===== config.mk =====
export PLATFORM = sky130hd
export DESIGN_NAME = eth_traffic_controller_top
export DESIGN_NICKNAME = d
export VERILOG_FILES = /design/src/verilog/eth_traffic_pkg.sv /design/src/verilog/traffic_csr_decoder.sv /design/src/verilog/avl_st_sel.sv /design/src/verilog/pkt_gen.sv /design/src/verilog/pkt_mon.sv /design/src/verilog/eth_std_traffic_controller.sv /design/src/verilog/eth_traffic_controller_top.sv
export SDC_FILE = /design/constraint.sdc
export NUM_CORES = 1
export LEC_CHECK = 0
export ABC_CLOCK_PERIOD_IN_PS = 4800
export BUFFER_PORTS_ARGS = -buffer_cell sky130_fd_sc_hd__buf_4
export CELL_PAD_IN_SITES_DETAIL_PLACEMENT = 1
export CELL_PAD_IN_SITES_GLOBAL_PLACEMENT = 1
export CORE_UTILIZATION = 44
export CTS_CLUSTER_DIAMETER = 30
export DETAILED_ROUTE_END_ITERATION = 10
export PLACE_DENSITY = 0.81
export SETUP_SLACK_MARGIN = 0.1
export SLEW_MARGIN = 25
export SYNTH_ARGS = -nofsm -noshare
export SYNTH_HDL_FRONTEND = slang
export SYNTH_SLANG_ARGS = --single-unit

===== constraint.sdc =====
create_clock -name clk -period 4.8 [get_ports clk]
set_input_delay 0.72 -clock clk [delete_from_list [all_inputs] [get_ports clk]]
set_output_delay 0.72 -clock clk [all_outputs]
set_load 0.01 [all_outputs]

===== src/verilog/eth_traffic_pkg.sv =====
// shared widths, register map and data pattern, imported by every traffic controller module
`default_nettype none

package eth_traffic_pkg;

	// two channel regions in the address map
	localparam int NUM_CHANNELS = 2;

	typedef logic [63:0] data_t;
	typedef logic [2:0]  empty_t;
	typedef logic [5:0]  rx_err_t;
	typedef logic [13:0] addr_t;
	typedef logic [1:0]  region_t;
	typedef logic [11:0] offset_t;
	typedef logic [31:0] word_t;
	typedef logic [15:0] pkt_cnt_t;
	typedef logic [10:0] pkt_len_t;
	typedef logic [2:0]  reg_idx_t;

	//////////////////////////////
	// address regions, region 0 is an unmapped hole
	localparam region_t REGION_SEL = 2'd1;
	localparam region_t REGION_CH0 = 2'd2;
	localparam region_t REGION_CH1 = 2'd3;

	// register index is offset bits 4:2
	localparam reg_idx_t REG_CTRL      = 3'd0;
	localparam reg_idx_t REG_PKT_COUNT = 3'd1;
	localparam reg_idx_t REG_PKT_LEN   = 3'd2;
	localparam reg_idx_t REG_TX_SENT   = 3'd3;
	localparam reg_idx_t REG_RX_GOOD   = 3'd4;
	localparam reg_idx_t REG_RX_BAD    = 3'd5;

	//////////////////////////////
	localparam logic [31:0] PATTERN_TAG = 32'h5A3C_0F96;

	typedef enum logic {IDLE, SEND} gen_state_t;

	// tag high, packet number and word number low
	function automatic data_t pattern_word(input pkt_cnt_t pkt, input pkt_len_t word);
		return {PATTERN_TAG, pkt, 5'd0, word};
	endfunction

endpackage

`default_nettype wire


===== src/verilog/traffic_csr_decoder.sv =====
// avalon-mm region decoder, routes accesses to the channel controllers and holds the selector
`default_nettype none

module traffic_csr_decoder (
	input  wire                                                        clk,
	input  wire                                                        arst_n,
	input  wire                                                        mm_read,
	input  wire                                                        mm_write,
	input  wire eth_traffic_pkg::addr_t                                mm_address,
	input  wire eth_traffic_pkg::word_t                                mm_writedata,
	output eth_traffic_pkg::word_t                                     mm_readdata,
	output logic                                                       mm_waitrequest,
	output logic                   [eth_traffic_pkg::NUM_CHANNELS-1:0] ch_read,
	output logic                   [eth_traffic_pkg::NUM_CHANNELS-1:0] ch_write,
	output eth_traffic_pkg::offset_t                                   ch_offset,
	input  wire eth_traffic_pkg::word_t [eth_traffic_pkg::NUM_CHANNELS-1:0] ch_readdata,
	output logic                                                       std_sel
);
	import eth_traffic_pkg::*;

	localparam region_t CH_REGION [NUM_CHANNELS] = '{REGION_CH0, REGION_CH1};

	region_t                 region;
	logic [NUM_CHANNELS-1:0] ch_hit;
	logic                    sel_hit;

	assign region    = mm_address[13:12];
	assign ch_offset = mm_address[11:0];
	assign sel_hit   = (region == REGION_SEL);

	// every register answers in the same cycle
	assign mm_waitrequest = 1'b0;

	always_comb
	begin
		for (int i = 0; i < NUM_CHANNELS; i++)
		begin
			ch_hit[i]   = (region == CH_REGION[i]);
			ch_read[i]  = mm_read & ch_hit[i];
			ch_write[i] = mm_write & ch_hit[i];
		end
	end

	// region 0 and anything unmatched read as zero
	always_comb
	begin
		mm_readdata = '0;
		if (sel_hit)
			mm_readdata = {31'd0, std_sel};
		for (int i = 0; i < NUM_CHANNELS; i++)
		begin
			if (ch_hit[i])
				mm_readdata = ch_readdata[i];
		end
	end

	//////////////////////////////
	// traffic selector, 1 picks standard traffic
	always_ff @(posedge clk or negedge arst_n)
	begin
		if (!arst_n)
			std_sel <= 1'b0;
		else if (mm_write && sel_hit)
			std_sel <= mm_writedata[0];
	end

endmodule

`default_nettype wire


===== src/verilog/avl_st_sel.sv =====
// per-channel avalon-st selector between the standard controller and the MAC ports
`default_nettype none

module avl_st_sel (
	input  wire                              std_sel,
	input  wire eth_traffic_pkg::data_t      ctl_tx_data,
	input  wire eth_traffic_pkg::empty_t     ctl_tx_empty,
	input  wire                              ctl_tx_sop,
	input  wire                              ctl_tx_eop,
	input  wire                              ctl_tx_val,
	output logic                             ctl_tx_ready,
	output eth_traffic_pkg::data_t           ctl_rx_data,
	output eth_traffic_pkg::empty_t          ctl_rx_empty,
	output eth_traffic_pkg::rx_err_t         ctl_rx_error,
	output logic                             ctl_rx_sop,
	output logic                             ctl_rx_eop,
	output logic                             ctl_rx_val,
	input  wire                              ctl_rx_ready,
	output eth_traffic_pkg::data_t           mac_tx_data,
	output eth_traffic_pkg::empty_t          mac_tx_empty,
	output logic                             mac_tx_sop,
	output logic                             mac_tx_eop,
	output logic                             mac_tx_val,
	input  wire                              mac_tx_ready,
	input  wire eth_traffic_pkg::data_t      mac_rx_data,
	input  wire eth_traffic_pkg::empty_t     mac_rx_empty,
	input  wire eth_traffic_pkg::rx_err_t    mac_rx_error,
	input  wire                              mac_rx_sop,
	input  wire                              mac_rx_eop,
	input  wire                              mac_rx_val,
	output logic                             mac_rx_ready
);
	import eth_traffic_pkg::*;

	// transmit side idles when standard traffic is not selected
	assign mac_tx_data  = std_sel ? ctl_tx_data : data_t'(0);
	assign mac_tx_empty = std_sel ? ctl_tx_empty : empty_t'(0);
	assign mac_tx_sop   = std_sel & ctl_tx_sop;
	assign mac_tx_eop   = std_sel & ctl_tx_eop;
	assign mac_tx_val   = std_sel & ctl_tx_val;
	assign ctl_tx_ready = std_sel & mac_tx_ready;

	// receive side drains into nowhere when deselected
	assign ctl_rx_data  = mac_rx_data;
	assign ctl_rx_empty = mac_rx_empty;
	assign ctl_rx_error = mac_rx_error;
	assign ctl_rx_sop   = mac_rx_sop;
	assign ctl_rx_eop   = mac_rx_eop;
	assign ctl_rx_val   = std_sel & mac_rx_val;
	assign mac_rx_ready = std_sel ? ctl_rx_ready : 1'b1;

endmodule

`default_nettype wire


===== src/verilog/pkt_gen.sv =====
// packet generator, sends pkt_count packets of pkt_len bytes carrying the counted pattern
`default_nettype none

module pkt_gen (
	input  wire                              clk,
	input  wire                              arst_n,
	input  wire                              start,
	input  wire eth_traffic_pkg::pkt_cnt_t   pkt_count,
	input  wire eth_traffic_pkg::pkt_len_t   pkt_len,
	output eth_traffic_pkg::data_t           tx_data,
	output eth_traffic_pkg::empty_t          tx_empty,
	output logic                             tx_sop,
	output logic                             tx_eop,
	output logic                             tx_val,
	input  wire                              tx_ready,
	output eth_traffic_pkg::pkt_cnt_t        tx_sent
);
	import eth_traffic_pkg::*;

	gen_state_t state;
	logic       pend;
	pkt_cnt_t   count_q;
	pkt_cnt_t   pkt_idx;
	pkt_len_t   beats_q;
	pkt_len_t   word_idx;
	empty_t     empty_q;
	logic       fire;
	logic       last_word;
	logic       last_pkt;

	assign fire      = tx_val & tx_ready;
	assign last_word = (word_idx == pkt_len_t'(beats_q - 1'b1));
	assign last_pkt  = (pkt_idx == pkt_cnt_t'(count_q - 1'b1));

	// beat outputs come straight from the counters, so a stall holds them
	assign tx_val   = (state == SEND);
	assign tx_data  = pattern_word(pkt_idx, word_idx);
	assign tx_sop   = tx_val & (word_idx == '0);
	assign tx_eop   = tx_val & last_word;
	assign tx_empty = tx_eop ? empty_q : empty_t'(0);

	always_ff @(posedge clk or negedge arst_n)
	begin
		if (!arst_n)
		begin
			state    <= IDLE;
			pend     <= 1'b0;
			count_q  <= '0;
			pkt_idx  <= '0;
			beats_q  <= '0;
			word_idx <= '0;
			empty_q  <= '0;
			tx_sent  <= '0;
		end
		else
		begin
			pend <= 1'b0;
			// latch the run, beats is ceil(len/8)
			if (start && state == IDLE && !pend)
			begin
				count_q <= pkt_count;
				beats_q <= pkt_len_t'(({1'b0, pkt_len} + 12'd7) >> 3);
				empty_q <= empty_t'(3'd0 - pkt_len[2:0]);
				tx_sent <= '0;
				pend    <= (pkt_count != '0);
			end
			if (pend)
			begin
				state    <= SEND;
				pkt_idx  <= '0;
				word_idx <= '0;
			end
			if (fire)
			begin
				if (last_word)
				begin
					word_idx <= '0;
					pkt_idx  <= pkt_idx + 1'b1;
					tx_sent  <= tx_sent + 1'b1;
					if (last_pkt)
						state <= IDLE;
				end
				else
					word_idx <= word_idx + 1'b1;
			end
		end
	end

endmodule

`default_nettype wire


===== src/verilog/pkt_mon.sv =====
// packet monitor, checks received packets against the pattern and counts good and bad ones
`default_nettype none

module pkt_mon (
	input  wire                              clk,
	input  wire                              arst_n,
	input  wire                              start,
	input  wire eth_traffic_pkg::pkt_cnt_t   pkt_count,
	input  wire eth_traffic_pkg::pkt_len_t   pkt_len,
	input  wire                              stop_mon,
	input  wire eth_traffic_pkg::data_t      rx_data,
	input  wire eth_traffic_pkg::empty_t     rx_empty,
	input  wire eth_traffic_pkg::rx_err_t    rx_error,
	input  wire                              rx_sop,
	input  wire                              rx_eop,
	input  wire                              rx_val,
	output logic                             rx_ready,
	output eth_traffic_pkg::pkt_cnt_t        rx_good,
	output eth_traffic_pkg::pkt_cnt_t        rx_bad,
	output logic                             mon_active,
	output logic                             mon_done,
	output logic                             mon_error
);
	import eth_traffic_pkg::*;

	pkt_cnt_t count_q;
	pkt_cnt_t seen;
	pkt_len_t beats_q;
	pkt_len_t word_idx;
	empty_t   empty_q;
	logic     bad_acc;
	logic     fire;
	logic     last_word;
	logic     beat_bad;
	logic     len_bad;
	logic     pkt_bad;

	assign rx_ready  = mon_active;
	assign fire      = rx_val & mon_active;
	assign seen      = rx_good + rx_bad;
	assign last_word = (word_idx == pkt_len_t'(beats_q - 1'b1));

	// expected packet number is what has arrived so far
	assign beat_bad = (rx_data != pattern_word(seen, word_idx)) || (rx_error != '0) ||
		(rx_sop != (word_idx == '0));
	// eop early or late, or a wrong empty
	assign len_bad  = rx_eop ? (!last_word || rx_empty != empty_q) : last_word;
	assign pkt_bad  = bad_acc | beat_bad | len_bad;

	always_ff @(posedge clk or negedge arst_n)
	begin
		if (!arst_n)
		begin
			count_q    <= '0;
			beats_q    <= '0;
			empty_q    <= '0;
			word_idx   <= '0;
			bad_acc    <= 1'b0;
			rx_good    <= '0;
			rx_bad     <= '0;
			mon_active <= 1'b0;
			mon_done   <= 1'b0;
			mon_error  <= 1'b0;
		end
		else
		begin
			if (start && !mon_active)
			begin
				count_q    <= pkt_count;
				beats_q    <= pkt_len_t'(({1'b0, pkt_len} + 12'd7) >> 3);
				empty_q    <= empty_t'(3'd0 - pkt_len[2:0]);
				word_idx   <= '0;
				bad_acc    <= 1'b0;
				rx_good    <= '0;
				rx_bad     <= '0;
				mon_active <= (pkt_count != '0);
				mon_done   <= 1'b0;
				mon_error  <= 1'b0;
			end
			else if (fire)
			begin
				if (rx_eop)
				begin
					word_idx <= '0;
					bad_acc  <= 1'b0;
					if (pkt_bad)
					begin
						rx_bad    <= rx_bad + 1'b1;
						mon_error <= 1'b1;
					end
					else
						rx_good <= rx_good + 1'b1;
					// last packet of the run
					if (pkt_cnt_t'(seen + 1'b1) == count_q)
					begin
						mon_active <= 1'b0;
						mon_done   <= 1'b1;
					end
				end
				else
				begin
					word_idx <= word_idx + 1'b1;
					bad_acc  <= pkt_bad;
				end
			end
			if (stop_mon)
				mon_active <= 1'b0;
		end
	end

endmodule

`default_nettype wire


===== src/verilog/eth_std_traffic_controller.sv =====
// standard traffic controller for one channel, CSR block around a packet generator and monitor
`default_nettype none

module eth_std_traffic_controller (
	input  wire                              clk,
	input  wire                              arst_n,
	input  wire                              csr_read,
	input  wire                              csr_write,
	input  wire eth_traffic_pkg::offset_t    csr_offset,
	input  wire eth_traffic_pkg::word_t      csr_writedata,
	output eth_traffic_pkg::word_t           csr_readdata,
	output eth_traffic_pkg::data_t           tx_data,
	output eth_traffic_pkg::empty_t          tx_empty,
	output logic                             tx_sop,
	output logic                             tx_eop,
	output logic                             tx_val,
	input  wire                              tx_ready,
	input  wire eth_traffic_pkg::data_t      rx_data,
	input  wire eth_traffic_pkg::empty_t     rx_empty,
	input  wire eth_traffic_pkg::rx_err_t    rx_error,
	input  wire                              rx_sop,
	input  wire                              rx_eop,
	input  wire                              rx_val,
	output logic                             rx_ready,
	input  wire                              stop_mon,
	output logic                             mon_active,
	output logic                             mon_done,
	output logic                             mon_error
);
	import eth_traffic_pkg::*;

	reg_idx_t idx;
	pkt_cnt_t pkt_count;
	pkt_len_t pkt_len;
	logic     start;
	pkt_cnt_t tx_sent;
	pkt_cnt_t rx_good;
	pkt_cnt_t rx_bad;

	assign idx = csr_offset[4:2];

	//////////////////////////////
	// run parameters and start pulse
	always_ff @(posedge clk or negedge arst_n)
	begin
		if (!arst_n)
		begin
			pkt_count <= '0;
			pkt_len   <= 11'd64;
			start     <= 1'b0;
		end
		else
		begin
			start <= csr_write && (idx == REG_CTRL) && csr_writedata[0];
			if (csr_write && idx == REG_PKT_COUNT)
				pkt_count <= csr_writedata[15:0];
			if (csr_write && idx == REG_PKT_LEN)
				pkt_len <= csr_writedata[10:0];
		end
	end

	// ctrl reads back the monitor status bits
	always_comb
	begin
		csr_readdata = '0;
		if (csr_read)
		begin
			case (idx)
				REG_CTRL:      csr_readdata = {29'd0, mon_error, mon_done, mon_active};
				REG_PKT_COUNT: csr_readdata = {16'd0, pkt_count};
				REG_PKT_LEN:   csr_readdata = {21'd0, pkt_len};
				REG_TX_SENT:   csr_readdata = {16'd0, tx_sent};
				REG_RX_GOOD:   csr_readdata = {16'd0, rx_good};
				REG_RX_BAD:    csr_readdata = {16'd0, rx_bad};
				default:       csr_readdata = '0;
			endcase
		end
	end

	pkt_gen gen_u0 (
		.clk (clk), .arst_n (arst_n), .start (start),
		.pkt_count (pkt_count), .pkt_len (pkt_len),
		.tx_data (tx_data), .tx_empty (tx_empty), .tx_sop (tx_sop),
		.tx_eop (tx_eop), .tx_val (tx_val), .tx_ready (tx_ready),
		.tx_sent (tx_sent)
	);

	pkt_mon mon_u0 (
		.clk (clk), .arst_n (arst_n), .start (start),
		.pkt_count (pkt_count), .pkt_len (pkt_len), .stop_mon (stop_mon),
		.rx_data (rx_data), .rx_empty (rx_empty), .rx_error (rx_error),
		.rx_sop (rx_sop), .rx_eop (rx_eop), .rx_val (rx_val), .rx_ready (rx_ready),
		.rx_good (rx_good), .rx_bad (rx_bad),
		.mon_active (mon_active), .mon_done (mon_done), .mon_error (mon_error)
	);

endmodule

`default_nettype wire


===== src/verilog/eth_traffic_controller_top.sv =====
// ethernet traffic controller top, bus decoder plus one standard controller and selector per MAC
`default_nettype none

module eth_traffic_controller_top (
	input  wire                                                         clk,
	input  wire                                                         arst_n,
	input  wire                                                         mm_read,
	input  wire                                                         mm_write,
	input  wire eth_traffic_pkg::addr_t                                 mm_address,
	input  wire eth_traffic_pkg::word_t                                 mm_writedata,
	output eth_traffic_pkg::word_t                                      mm_readdata,
	output logic                                                        mm_waitrequest,
	output eth_traffic_pkg::data_t   [eth_traffic_pkg::NUM_CHANNELS-1:0] tx_data,
	output eth_traffic_pkg::empty_t  [eth_traffic_pkg::NUM_CHANNELS-1:0] tx_empty,
	output logic                     [eth_traffic_pkg::NUM_CHANNELS-1:0] tx_sop,
	output logic                     [eth_traffic_pkg::NUM_CHANNELS-1:0] tx_eop,
	output logic                     [eth_traffic_pkg::NUM_CHANNELS-1:0] tx_val,
	input  wire                      [eth_traffic_pkg::NUM_CHANNELS-1:0] tx_ready,
	input  wire eth_traffic_pkg::data_t   [eth_traffic_pkg::NUM_CHANNELS-1:0] rx_data,
	input  wire eth_traffic_pkg::empty_t  [eth_traffic_pkg::NUM_CHANNELS-1:0] rx_empty,
	input  wire eth_traffic_pkg::rx_err_t [eth_traffic_pkg::NUM_CHANNELS-1:0] rx_error,
	input  wire                      [eth_traffic_pkg::NUM_CHANNELS-1:0] rx_sop,
	input  wire                      [eth_traffic_pkg::NUM_CHANNELS-1:0] rx_eop,
	input  wire                      [eth_traffic_pkg::NUM_CHANNELS-1:0] rx_val,
	output logic                     [eth_traffic_pkg::NUM_CHANNELS-1:0] rx_ready,
	input  wire                      [eth_traffic_pkg::NUM_CHANNELS-1:0] stop_mon,
	output logic                     [eth_traffic_pkg::NUM_CHANNELS-1:0] mon_active,
	output logic                     [eth_traffic_pkg::NUM_CHANNELS-1:0] mon_done,
	output logic                     [eth_traffic_pkg::NUM_CHANNELS-1:0] mon_error
);
	import eth_traffic_pkg::*;

	logic                     std_sel;
	logic [NUM_CHANNELS-1:0]  ch_read;
	logic [NUM_CHANNELS-1:0]  ch_write;
	offset_t                  ch_offset;
	word_t [NUM_CHANNELS-1:0] ch_readdata;

	traffic_csr_decoder csr_dec_u0 (
		.clk            (clk),
		.arst_n         (arst_n),
		.mm_read        (mm_read),
		.mm_write       (mm_write),
		.mm_address     (mm_address),
		.mm_writedata   (mm_writedata),
		.mm_readdata    (mm_readdata),
		.mm_waitrequest (mm_waitrequest),
		.ch_read        (ch_read),
		.ch_write       (ch_write),
		.ch_offset      (ch_offset),
		.ch_readdata    (ch_readdata),
		.std_sel        (std_sel)
	);

	for (genvar i = 0; i < NUM_CHANNELS; i++)
	begin : g_chan
		// controller side of the selector
		data_t   c_tx_data;
		empty_t  c_tx_empty;
		logic    c_tx_sop;
		logic    c_tx_eop;
		logic    c_tx_val;
		logic    c_tx_ready;
		data_t   c_rx_data;
		empty_t  c_rx_empty;
		rx_err_t c_rx_error;
		logic    c_rx_sop;
		logic    c_rx_eop;
		logic    c_rx_val;
		logic    c_rx_ready;

		eth_std_traffic_controller std_ctrl_u (
			.clk (clk), .arst_n (arst_n),
			.csr_read (ch_read[i]), .csr_write (ch_write[i]),
			.csr_offset (ch_offset), .csr_writedata (mm_writedata),
			.csr_readdata (ch_readdata[i]),
			.tx_data (c_tx_data), .tx_empty (c_tx_empty), .tx_sop (c_tx_sop),
			.tx_eop (c_tx_eop), .tx_val (c_tx_val), .tx_ready (c_tx_ready),
			.rx_data (c_rx_data), .rx_empty (c_rx_empty), .rx_error (c_rx_error),
			.rx_sop (c_rx_sop), .rx_eop (c_rx_eop), .rx_val (c_rx_val),
			.rx_ready (c_rx_ready),
			.stop_mon (stop_mon[i]), .mon_active (mon_active[i]),
			.mon_done (mon_done[i]), .mon_error (mon_error[i])
		);

		avl_st_sel st_sel_u (
			.std_sel (std_sel),
			.ctl_tx_data (c_tx_data), .ctl_tx_empty (c_tx_empty), .ctl_tx_sop (c_tx_sop),
			.ctl_tx_eop (c_tx_eop), .ctl_tx_val (c_tx_val), .ctl_tx_ready (c_tx_ready),
			.ctl_rx_data (c_rx_data), .ctl_rx_empty (c_rx_empty), .ctl_rx_error (c_rx_error),
			.ctl_rx_sop (c_rx_sop), .ctl_rx_eop (c_rx_eop), .ctl_rx_val (c_rx_val),
			.ctl_rx_ready (c_rx_ready),
			.mac_tx_data (tx_data[i]), .mac_tx_empty (tx_empty[i]), .mac_tx_sop (tx_sop[i]),
			.mac_tx_eop (tx_eop[i]), .mac_tx_val (tx_val[i]), .mac_tx_ready (tx_ready[i]),
			.mac_rx_data (rx_data[i]), .mac_rx_empty (rx_empty[i]), .mac_rx_error (rx_error[i]),
			.mac_rx_sop (rx_sop[i]), .mac_rx_eop (rx_eop[i]), .mac_rx_val (rx_val[i]),
			.mac_rx_ready (rx_ready[i])
		);
	end

endmodule

`default_nettype wire


==> metrics.cfg <==
[die]
row_count = 87
core_mm2 = 0.0567
die_w_um = 242
initial_utilization_pct = 44.8
die_height_um = 242
ios = 387
die_area_mm2 = 0.0587

[clock_network]
hold_buffers = 0
clock_latency_ps = 620
numCtsBuffers = 89
clkSlewWorstSetupHoldPaths_ps = 50
cts.path.max_buffers = 3
cts.htree.levels = 3
cts.sinks = 353
tritoncts = yes
root_buffer = clkbuf_16

[finish]
postLayoutCellArea_mm2 = 0.0309
final_common_cell = dfrtp_1
area_growth_pct = 21.8
nets = 3367
multi_input_area_mm2 = 0.0152
nFillCells = 6437
drive_gt1_share_pct = 21.3
mostFrequentLayoutCells = 350 x dfrtp_1, 328 x nand2_1, 327 x buf_4
seqCellArea_mm2 = 0.00884

[grt]
grt_pass1_wl_um = 145000
track_usage_pct = 30.9
grt_overflow = 0
grt_max_degree = 110
grt_pass1_vias = 25100
antenna_found_initial = 5

[logic_synthesis]
synth_top_area_share_pct = 34.6
ys_types = 109
syn-cell-area_mm2 = 0.0254
syn_inst = 2871
synth_top_area_cell = dfrtp_1
synth_area_leaders = dfrtp_1 35%, mux2_2 5.0%, xnor2_1 5.0%, nand2_1 4.9%, o21ai_0 3.9%
synth_edf_count = 0
yosysSeqAreaShare_pct = 34.8
synth_warnings = 0
synth_area_per_cell_um2 = 8.84
synth.ff_latch_count = 353
async_reset_ff_share_pct = 100
synth_flop_cell = dfrtp_1

[placement]
hpwl_um = 65100
port-buffer-count = 302
postPlaceCellArea_mm2 = 0.0277
gp_routability_congestion = 0.925

[routing]
drt_first_iter_violations = 1835
drt_wl_total_um = 92900
drc = 0
detail_route.vias_per_cell = 6.19
num_vias = 24300
wire_per_inst_um = 23.6
drt_first_pass_iters = 5
ant_nets = 0

[pwr]
ir_worst_vdd_mv = 0.268
p_leak_uw = 0.0141
power_density_mw_per_mm2 = 388

[worst_setup_path]
worstRegToRegCells = 13
worst_ep_arrival_time_ps = 3860
crit_path_end_kind = output pin
crit_type = reg -> out
slowest_stage = a2111oi_1
cp.required_ps = 4080
cp_cell_sequence = inv_1, ha_1, nor2b_1, nand3_1, a2111oi_1, o2111ai_2, nor2b_1, and2_1, buf_4
crit_top_cell = nor2b_1
cp_max_fo = 14
worst_setup_path_start_kind = flop
critical-path-max-stage-delay_ps = 660

[min_path]
worst_hold_path_type = in -> async

[sta]
slew_headroom_pct = 32.3
post-route-period-util_pct = 95.3
rsz0062_at_grt = no
tns_ps = 0
period_needed_ps = 4580
fmax_mhz = 219
clock_skew_ps = 32.7
setup_violations = 0
worst_pin_slew_ps = 1010
slew_viol_final = 0
hold_viol = 0

[outcome]
status = complete, no violations

[job]
maxCapViolCount = 0

flip-flops by register name (all words and copies together), names as in the netlist, 6 cells and up:
register,count
g_chan.std_ctrl_u.gen_u0.tx_sent,32
g_chan.std_ctrl_u.mon_u0.empty_q,6
g_chan.std_ctrl_u.gen_u0.empty_q,6
g_chan.std_ctrl_u.pkt_count,32
g_chan.std_ctrl_u.gen_u0.count_q,32
g_chan.std_ctrl_u.gen_u0.beats_q,18
g_chan.std_ctrl_u.mon_u0.word_idx,22
g_chan.std_ctrl_u.gen_u0.word_idx,22
g_chan.std_ctrl_u.mon_u0.beats_q,18
g_chan.std_ctrl_u.pkt_len,22
g_chan.std_ctrl_u.mon_u0.count_q,32
g_chan.std_ctrl_u.mon_u0.rx_good,32
g_chan.std_ctrl_u.gen_u0.pkt_idx,32
g_chan.std_ctrl_u.mon_u0.rx_bad,32
synth_stat cells, drive strengths merged, types with 63 or more instances:
library cell  number
dfrtp            351
nand2            329
o21ai            203
nor2             159
xnor2            145
buf              130
clkbuf           121
mux2             114
nand3            109
xor2              81
and2              74
mux2i             73
and3              72
inv               65
a21oi             63
worst paths after layout:
check | slack [ps] | to | startpoint
min in group clk | 350 | g_chan[1].std_ctrl_u.mon_u0.mon_active | stop_mon[1]
setup / recovery | 220 | tx_empty[2] | g_chan[0].std_ctrl_u.gen_u0.beats_q[0]
max in group asynchronous | 3460 | g_chan[1].std_ctrl_u.mon_u0.rx_bad[9] | arst_n
hold / removal | 210 | g_chan[0].std_ctrl_u.gen_u0.empty_q[0] | arst_n
setup reg to reg | 250 | g_chan[0].std_ctrl_u.mon_u0.mon_active | g_chan[0].std_ctrl_u.mon_u0.rx_good[0]
hold reg to reg | 500 | g_chan[0].std_ctrl_u.gen_u0.empty_q[2] | g_chan[0].std_ctrl_u.gen_u0.empty_q[2]
worst max-delay path, delay by kind of cell (launching register included):
family          cells  cell delay, ps
buf+inv             2             200
simple gates        4            1220
flops               1             420
fa+ha+maj           1             200
compound gates      2            1170
logic make-up after synthesis:
logic type | count (synthesis) | synth area share, %
other | 1 | 0.0148
flip-flops | 353 | 34.8
multiplexers | 189 | 8.11
buffers and inverters | 316 | 6.35
adder cells (fa/ha/maj) | 60 | 3.02
AO/OA/AOI/OAI | 601 | 16.1
XOR/XNOR | 230 | 8.22
AND/OR/NAND/NOR | 1121 | 23.3
repair_timing:
action	4_1_cts	5_1_grt
endpoints found under the setup margin	6	26
setup buffers	0	2
hold endpoints to repair	0	0
cloned	0	1
resized for setup	2	4
pin swaps	0	2
area by class of cell:
| type | instances | area share (%) |
|---|---|---|
| clock inverters | 47 | 2.06 |
| multi-input cells | 2261 | 49.3 |
| diodes | 2 | 0.0162 |
| well taps | 756 | 3.06 |
| inverters | 65 | 0.789 |
| clock buffers | 115 | 8.04 |
| repair buffers | 331 | 8.18 |
| flip-flops and latches | 353 | 28.6 |
metrics by stage:
stage                     util [%]  total power [uW]  hold slack, ps  setup WS, ps  std cells
after detailed placement      48.9              5700             476           203       3763
final                         54.5             12000             211           225       3930
after global routing          54.5             12400             269           123       3928
after floorplan                  -              4890             424           776       2929
after global placement        48.9              5570             457           442       3763
after CTS                     54.4             12000             230          89.5       3925
routing by layer:
metal  part of all wire (%)  GRT usage [%]  up-vias
met2                     49           51.9      926
met4                    3.3           10.9        8
met3                    6.3           5.47      209
met5                  0.052              0        -
met1                     42           39.9    12400
li1                       -              -    10800
where the power goes:
part,switching [uW],internal (uW)
logic,1230,892
clock network,2000,4240
registers,439,3200
Note: power is estimated with default switching activity, not from simulation.
